`src/common/sbit_out_macros.svh`:
```
/*
 * S-bit output block geometry and Wishbone bus widths
 */

`ifndef SBIT_OUT_MACROS_SVH
`define SBIT_OUT_MACROS_SVH

// ---------------------------------------------------------------------------
// Chamber geometry
// ---------------------------------------------------------------------------

// VFAT readout chips, one activity flag each
`define SBIT_NUM_VFATS   24
// Eta partitions, three VFATs per row
`define SBIT_NUM_ETA     8
// Chamber sectors, four VFATs per sector
`define SBIT_NUM_SECTORS 6
// External HDMI trigger lines
`define SBIT_NUM_LINES   8
// Source select per line, wide enough for any VFAT index
`define SBIT_SEL_W       5

// ---------------------------------------------------------------------------
// Wishbone slave
// ---------------------------------------------------------------------------

`define SBIT_ADR_W       4
`define SBIT_DAT_W       32

`endif

```
`src/common/sbit_out_pkg.sv`:
```
/*
 * S-bit output types
 * Line source modes, register map and the flag/map vectors
 */

`include "sbit_out_macros.svh"

package sbit_out_pkg;

  // Source of one external line, codes fixed by the board convention
  typedef enum logic [1:0] {
    MODE_VFAT   = 2'd0,
    MODE_ETA    = 2'd1,
    MODE_SECTOR = 2'd2,
    MODE_OFF    = 2'd3
  } sbit_mode_t;

  // Register word addresses
  typedef enum logic [`SBIT_ADR_W-1:0] {
    REG_LINE0  = 'd0,
    REG_LINE1  = 'd1,
    REG_LINE2  = 'd2,
    REG_LINE3  = 'd3,
    REG_LINE4  = 'd4,
    REG_LINE5  = 'd5,
    REG_LINE6  = 'd6,
    REG_LINE7  = 'd7,
    REG_STATUS = 'd8   // read only
  } sbit_reg_adr_t;

  typedef logic [`SBIT_NUM_VFATS-1:0]   vfat_map_t;
  typedef logic [`SBIT_NUM_ETA-1:0]     eta_map_t;
  typedef logic [`SBIT_NUM_SECTORS-1:0] sector_map_t;
  typedef logic [`SBIT_NUM_LINES-1:0]   ext_sbits_t;
  typedef logic [`SBIT_DAT_W-1:0]       wb_data_t;

  // Per-line setting
  typedef struct packed {
    sbit_mode_t                mode;
    logic [`SBIT_SEL_W-1:0]    sel;
  } line_cfg_t;

  typedef line_cfg_t [`SBIT_NUM_LINES-1:0] line_cfg_array_t;

endpackage

```
`src/hdl/sbit_out_top.sv`:
```
/*
 * S-bit external output block
 * Register bank, region mapper and output mux for the HDMI trigger lines
 */

`timescale 1ns/1ns

`include "sbit_out_macros.svh"

module sbit_out_top
  import sbit_out_pkg::*;
(
  input  logic                   clock,
  input  logic                   reset,

  // Wishbone classic slave
  input  logic                   wb_cyc_i,
  input  logic                   wb_stb_i,
  input  logic                   wb_we_i,
  input  logic [`SBIT_ADR_W-1:0] wb_adr_i,
  input  wb_data_t               wb_dat_i,
  output wb_data_t               wb_dat_o,
  output logic                   wb_ack_o,

  // VFAT activity flags in, trigger lines out
  input  vfat_map_t              active_vfats_i,
  output ext_sbits_t             ext_sbits_o
);

  line_cfg_array_t line_cfg;
  vfat_map_t       vfat_reg;
  eta_map_t        eta_reg;
  sector_map_t     sector_reg;

  // Decode: per-line settings and status readback
  sbit_cfg_regs i_cfg_regs (
    .clock        (clock),
    .reset        (reset),
    .wb_cyc_i     (wb_cyc_i),
    .wb_stb_i     (wb_stb_i),
    .wb_we_i      (wb_we_i),
    .wb_adr_i     (wb_adr_i),
    .wb_dat_i     (wb_dat_i),
    .eta_map_i    (eta_reg),
    .sector_map_i (sector_reg),
    .wb_dat_o     (wb_dat_o),
    .wb_ack_o     (wb_ack_o),
    .line_cfg_o   (line_cfg)
  );

  // Execute: first pipeline stage, flags and region maps
  sbit_region_map i_region_map (
    .clock          (clock),
    .reset          (reset),
    .active_vfats_i (active_vfats_i),
    .vfat_o         (vfat_reg),
    .eta_o          (eta_reg),
    .sector_o       (sector_reg)
  );

  // Result: second pipeline stage, per-line selection
  sbit_out_mux i_out_mux (
    .clock       (clock),
    .reset       (reset),
    .line_cfg_i  (line_cfg),
    .vfat_i      (vfat_reg),
    .eta_i       (eta_reg),
    .sector_i    (sector_reg),
    .ext_sbits_o (ext_sbits_o)
  );

endmodule

```
`src/sbit_out/sbit_cfg_regs.sv`:
```
/*
 * S-bit configuration registers
 * Wishbone classic slave with eight line settings and a live status word
 */

`timescale 1ns/1ns

`include "sbit_out_macros.svh"

module sbit_cfg_regs
  import sbit_out_pkg::*;
(
  input  logic                   clock,
  input  logic                   reset,
  input  logic                   wb_cyc_i,
  input  logic                   wb_stb_i,
  input  logic                   wb_we_i,
  input  logic [`SBIT_ADR_W-1:0] wb_adr_i,
  input  wb_data_t               wb_dat_i,
  input  eta_map_t               eta_map_i,
  input  sector_map_t            sector_map_i,
  output wb_data_t               wb_dat_o,
  output logic                   wb_ack_o,
  output line_cfg_array_t        line_cfg_o
);

  logic            ack_q;
  logic            wb_access;
  logic            is_line_adr;
  logic [2:0]      line_idx;
  sbit_reg_adr_t   reg_adr;
  wb_data_t        rd_data;
  line_cfg_array_t line_cfg_q;

  // ---------------------------------------------------------------------------
  // Address decode
  // ---------------------------------------------------------------------------

  // New access seen while no ack is pending
  assign wb_access = wb_cyc_i & wb_stb_i & ~ack_q;
  assign reg_adr   = sbit_reg_adr_t'(wb_adr_i);
  assign line_idx  = wb_adr_i[2:0];

  always_comb begin
    is_line_adr = 1'b0;
    rd_data     = '0;
    case (reg_adr)
      REG_LINE0, REG_LINE1, REG_LINE2, REG_LINE3,
      REG_LINE4, REG_LINE5, REG_LINE6, REG_LINE7: begin
        is_line_adr = 1'b1;
        // Select in the low field, mode at bits 9:8
        rd_data[`SBIT_SEL_W-1:0] = line_cfg_q[line_idx].sel;
        rd_data[9:8]             = line_cfg_q[line_idx].mode;
      end
      REG_STATUS: begin
        rd_data[`SBIT_NUM_ETA-1:0]                 = eta_map_i;
        rd_data[`SBIT_NUM_ETA +: `SBIT_NUM_SECTORS] = sector_map_i;
      end
      // Unused addresses read zero
      default: ;
    endcase
  end

  // ---------------------------------------------------------------------------
  // Acknowledge and line settings
  // ---------------------------------------------------------------------------

  // One ack cycle per access, then back low
  always_ff @(posedge clock) begin
    if (reset) begin
      ack_q <= 1'b0;
    end else begin
      ack_q <= wb_access;
    end
  end

  // Line written at the same edge that raises ack
  always_ff @(posedge clock) begin
    if (reset) begin
      for (int i = 0; i < `SBIT_NUM_LINES; i++) begin
        line_cfg_q[i] <= '{mode: MODE_OFF, sel: '0};
      end
    end else if (wb_access && wb_we_i && is_line_adr) begin
      line_cfg_q[line_idx].sel  <= wb_dat_i[`SBIT_SEL_W-1:0];
      line_cfg_q[line_idx].mode <= sbit_mode_t'(wb_dat_i[9:8]);
    end
  end

  assign wb_ack_o   = ack_q;
  // Read data held at zero outside the ack cycle
  assign wb_dat_o   = ack_q ? rd_data : '0;
  assign line_cfg_o = line_cfg_q;

  // ---------------------------------------------------------------------------
  // Bus protocol checks
  // ---------------------------------------------------------------------------

  // Ack only answers a request from the previous edge
  a_ack_follows_req: assert property (@(posedge clock) disable iff (reset)
    wb_ack_o |-> $past(wb_cyc_i && wb_stb_i));

  // Single-cycle ack
  a_ack_single: assert property (@(posedge clock) disable iff (reset)
    wb_ack_o |=> !wb_ack_o);

endmodule

```
`src/sbit_out/sbit_out_mux.sv`:
```
/*
 * S-bit output multiplexer
 * Each external line picks one bit of its programmed source map
 */

`timescale 1ns/1ns

`include "sbit_out_macros.svh"

module sbit_out_mux
  import sbit_out_pkg::*;
(
  input  logic            clock,
  input  logic            reset,
  input  line_cfg_array_t line_cfg_i,
  input  vfat_map_t       vfat_i,
  input  eta_map_t        eta_i,
  input  sector_map_t     sector_i,
  output ext_sbits_t      ext_sbits_o
);

  ext_sbits_t sbits_next;

  // ---------------------------------------------------------------------------
  // Source selection
  // ---------------------------------------------------------------------------

  always_comb begin
    logic [`SBIT_SEL_W-1:0] sel;
    sel        = '0;
    sbits_next = '0;
    for (int i = 0; i < `SBIT_NUM_LINES; i++) begin
      sel = line_cfg_i[i].sel;
      case (line_cfg_i[i].mode)
        // Selects past the end of a map give zero
        MODE_VFAT: begin
          if (sel < `SBIT_NUM_VFATS) begin
            sbits_next[i] = vfat_i[sel];
          end
        end
        MODE_ETA: begin
          if (sel < `SBIT_NUM_ETA) begin
            sbits_next[i] = eta_i[sel[2:0]];
          end
        end
        MODE_SECTOR: begin
          if (sel < `SBIT_NUM_SECTORS) begin
            sbits_next[i] = sector_i[sel[2:0]];
          end
        end
        // Line switched off
        MODE_OFF: sbits_next[i] = 1'b0;
        default:  sbits_next[i] = 1'b0;
      endcase
    end
  end

  // ---------------------------------------------------------------------------
  // Output register
  // ---------------------------------------------------------------------------

  always_ff @(posedge clock) begin
    if (reset) begin
      ext_sbits_o <= '0;
    end else begin
      ext_sbits_o <= sbits_next;
    end
  end

  // Line settings from the register bank are defined once out of reset
  for (genvar g = 0; g < `SBIT_NUM_LINES; g++) begin : g_mode_chk
    a_mode_known: assert property (@(posedge clock) disable iff (reset)
      !$isunknown(line_cfg_i[g].mode));
  end

endmodule

```
`src/sbit_out/sbit_region_map.sv`:
```
/*
 * S-bit region mapper
 * Registers the VFAT flags with their eta-row and sector OR reductions
 */

`timescale 1ns/1ns

`include "sbit_out_macros.svh"

module sbit_region_map
  import sbit_out_pkg::*;
(
  input  logic        clock,
  input  logic        reset,
  input  vfat_map_t   active_vfats_i,
  output vfat_map_t   vfat_o,
  output eta_map_t    eta_o,
  output sector_map_t sector_o
);

  // VFATs per sector
  localparam int VFATS_PER_SECTOR = `SBIT_NUM_VFATS / `SBIT_NUM_SECTORS;

  eta_map_t    eta_next;
  sector_map_t sector_next;

  always_comb begin
    // Row j collects chips j, j+8 and j+16
    for (int j = 0; j < `SBIT_NUM_ETA; j++) begin
      eta_next[j] = active_vfats_i[j] |
                    active_vfats_i[j + `SBIT_NUM_ETA] |
                    active_vfats_i[j + 2 * `SBIT_NUM_ETA];
    end
    // Sectors run top left to bottom right, four chips each
    for (int k = 0; k < `SBIT_NUM_SECTORS; k++) begin
      sector_next[k] = |active_vfats_i[k * VFATS_PER_SECTOR +: VFATS_PER_SECTOR];
    end
  end

  // Raw flags delayed with the reductions so all sources line up
  always_ff @(posedge clock) begin
    if (reset) begin
      vfat_o   <= '0;
      eta_o    <= '0;
      sector_o <= '0;
    end else begin
      vfat_o   <= active_vfats_i;
      eta_o    <= eta_next;
      sector_o <= sector_next;
    end
  end

  // Maps cleared together after reset
  a_maps_cleared: assert property (@(posedge clock)
    reset |=> (vfat_o == '0) && (eta_o == '0) && (sector_o == '0));

endmodule
```
`config.mk`:
```
export PLATFORM = sky130hd
export DESIGN_NAME = sbit_out_top
export DESIGN_NICKNAME = d
export VERILOG_FILES = /design/src/common/sbit_out_pkg.sv /design/src/hdl/sbit_out_top.sv /design/src/sbit_out/sbit_cfg_regs.sv /design/src/sbit_out/sbit_out_mux.sv /design/src/sbit_out/sbit_region_map.sv
export VERILOG_INCLUDE_DIRS = /design/src /design/src/common
export SDC_FILE = /design/constraint.sdc
export NUM_CORES = 1
export LEC_CHECK = 0
export BUFFER_PORTS_ARGS = -buffer_cell sky130_fd_sc_hd__buf_2
export CAP_MARGIN = 20
export CORE_MARGIN = 2
export CORE_UTILIZATION = 40
export DETAILED_ROUTE_END_ITERATION = 8
export MAX_ROUTING_LAYER = met4
export PLACE_DENSITY = 0.58
export SETUP_SLACK_MARGIN = 0.2
export SYNTH_ARGS = -nofsm -noshare
export SYNTH_HDL_FRONTEND = slang
export SYNTH_SLANG_ARGS = --single-unit
```
`constraint.sdc`:
```
create_clock -name clock -period 5.5 [get_ports clock]
set_clock_uncertainty 0.2 [all_clocks]
set_input_delay 0.55 -clock clock [delete_from_list [all_inputs] [get_ports clock]]
set_output_delay 0.55 -clock clock [all_outputs]
set_load 0.01 [all_outputs]
```
==> results.yml <==
status:
  status: "finished, final reports clean"
timing:
  min_period_ns: 3.18
  fin_crit_sh: 0.578
  finalSetupViolCount: 0
  final.setup.tns_ns: 0
  worstMarginPinSlew_ns: 0.891
  fmax_mhz: 315
  fin_hold_ws_ns: 0.210
  final_hold_viol_count: 0
  slew_violations: 0
  fin_ws_ns: 2.32
  rsz0062_at_grt: "false"
  relSlewSlack: 0.406
detailed_routing:
  via_count: 5774
  routedWlPerCell_um: 23.8
  drt_first_iter_violations: 613
  vias_per_cell: 6.35
  drtPass1Iterations: 5
  routed_wl_um: 21700
  ant_nets: 0
  drc: 0
logic_synthesis:
  yosys_warnings: 0
  synth_commonest_cells: "mux2i_1 (117), dfxtp_1 (103), nor2_1 (63), mux4_2 (38), nand2_1 (36)"
  synth_cell_type_count: 45
  synth.area.top_cells: "dfxtp_1 (29%), mux2i_1 (17%), mux4_2 (12%), mux4_1 (8.6%), nor2_1 (3.4%)"
  synth_top_family_by_area: "multiplexers"
  synthMuxAreaShare: 0.399
  synth_compound_area_frac: 0.0821
  synth_xor_area_frac: 0
  synth-edff-count: 0
  syn_inst: 674
  yosysMostFrequentCell: "mux2i_1"
  synthArstFlopShare: 0
  synthFlopType: "dfxtp_1"
  synth_top_area_frac: 0.295
  ys_seq_area_frac: 0.295
  syn_area_um2: 6990
  synth_fa_ha_area_frac: 0
  ys_ff_latch: 103
  avgSynthCellArea_um2: 10.4
  synth_top_cell_by_area: "dfxtp_1"
  yosys.area_share.simple: 0.148
global_routing:
  grt_pass1_wl_um: 33300
  grt_pass1_vias: 5541
  antenna_found_initial: 0
  grt_remaining_overflow: 0
  grt_max_degree: 51
  grt.total_usage: 0.248
clock_tree:
  clkSlewWorstSetupHoldPaths_ns: 0.07
  cts.sinks: 103
  htree_levels: 3
  cts_max_path_buffers: 2
  cts_setup_buffers: 0
  insertion_delay_ns: 0.36
  cts_resized: 0
  cts_hold_buf: 0
  cts_root_buf: "clkbuf_16"
  cts_buffers: 9
  cts_tree: "done"
worst_hold_path:
  hold_class: "input pin to register"
power:
  p_leak_nw: 2.52
  power.density_nw_per_um2: 224
  ir_drop_mv: 0.255
setup_path:
  worstPathArrival_ns: 2.43
  endpoint_kind: "primary output"
  path_class: "input pin to primary output"
  crit_required_ns: 4.75
  startpoint_type: "input pin"
  path_max_fanout: 27
placement:
  dpl.hpwl_um: 15200
  place_ws_ns: 2.38
  io_buffers: 62
  place_congestion: 0.962
die:
  core_area_um2: 17200
  rows: 48
  initial_core_util: 0.407
  die_h_um: 136
  die_x_um: 136
  die-area_um2: 18600
  io_pins: 106
final_layout:
  fin_nets: 745
  syn2layout_area_growth_pct: 6.82
  drive_gt1_frac: 0.212
  antenna_cells: 0
  final_core_util: 0.435
run:
  maxCapViolCount: 0
final timing paths:
path	slack (ns)	cells past startpoint	to	startpoint
hold reg to reg	0.36	2	i_cfg_regs.line_cfg_o[18]	i_cfg_regs.line_cfg_o[18]
setup reg to reg	3.02	5	i_out_mux.ext_sbits_o[3]	i_cfg_regs.line_cfg_o[21]
hold / removal	0.21	3	i_region_map.sector_o[4]	active_vfats_i[18]
setup / recovery	2.32	6	wb_dat_o[2]	wb_adr_i[1]
worst max-delay path, stage by stage:
cell and delay, ns:
buf_2 0.29, or2_1 0.35, nor3_2 0.63, a22oi_1 0.25, nor2b_1 0.19, buf_2 0.16
report_power, final:
part	leakage (nW)	internal, mW	switching (mW)
clock	0.149	0.368	0.299
sequential	0.843	0.765	0.0669
combinational	1.52	0.0853	0.0859
through the flow:
stage                     cells  total power [mW]  area [um^2]
after floorplan             691             0.949         7060
after global placement      894              1.01         7160
after detailed placement    894              1.01         7160
after CTS                   910              1.68         7470
after global routing        910              1.72         7470
final                       910              1.67         7470
registers in the layout, indices dropped and copies added, names as in the netlist:
name	flops
i_cfg_regs.wb_ack_o	1
i_cfg_regs.line_cfg_o	56
i_region_map.eta_o	8
i_region_map.sector_o	6
i_region_map.vfat_o	24
i_out_mux.ext_sbits_o	8
cell type report:
class / count / area (um^2)
fill: 1657 / 9710
tap: 225 / 282
sequential: 103 / 2060
inverter: 9 / 33.8
timing repair buffer: 63 / 318
clock buffer: 10 / 239
clock inverter: 6 / 68.8
multi-input combinational: 494 / 4470
cell families (layout without fill, tap and decap cells):
family | after synthesis | in the layout
simple gates | 206 | 206
buf+inv | 94 | 88
compound gates | 78 | 78
flops | 103 | 103
mux | 192 | 192
other cells | 1 | 18
routing by layer:
| layer | vias up | track usage | part of all wire |
|---|---|---|---|
| li1 | 2519 | - | - |
| met2 | 381 | 0.363 | 0.44 |
| met1 | 2810 | 0.332 | 0.42 |
| met3 | 64 | 0.0604 | 0.099 |
| met4 | 0 | 0.0943 | 0.034 |
| met5 | - | - | 0 |
placed cells by master, fill, tap and decap left out, drive strengths merged, types with 13 or more instances in the layout:
cell | Yosys | routed
o22ai | 14 | 14
nor2b | 34 | 34
nor4 | 16 | 16
o21ai | 17 | 17
nand2 | 36 | 36
mux2i | 117 | 117
nor2 | 69 | 69
a22oi | 13 | 13
mux2 | 14 | 14
nand3 | 21 | 21
dfxtp | 103 | 103
conb | 1 | 18
mux4 | 61 | 61
buf | 52 | 63
No activity file was read; power rests on OpenSTA's default activity.
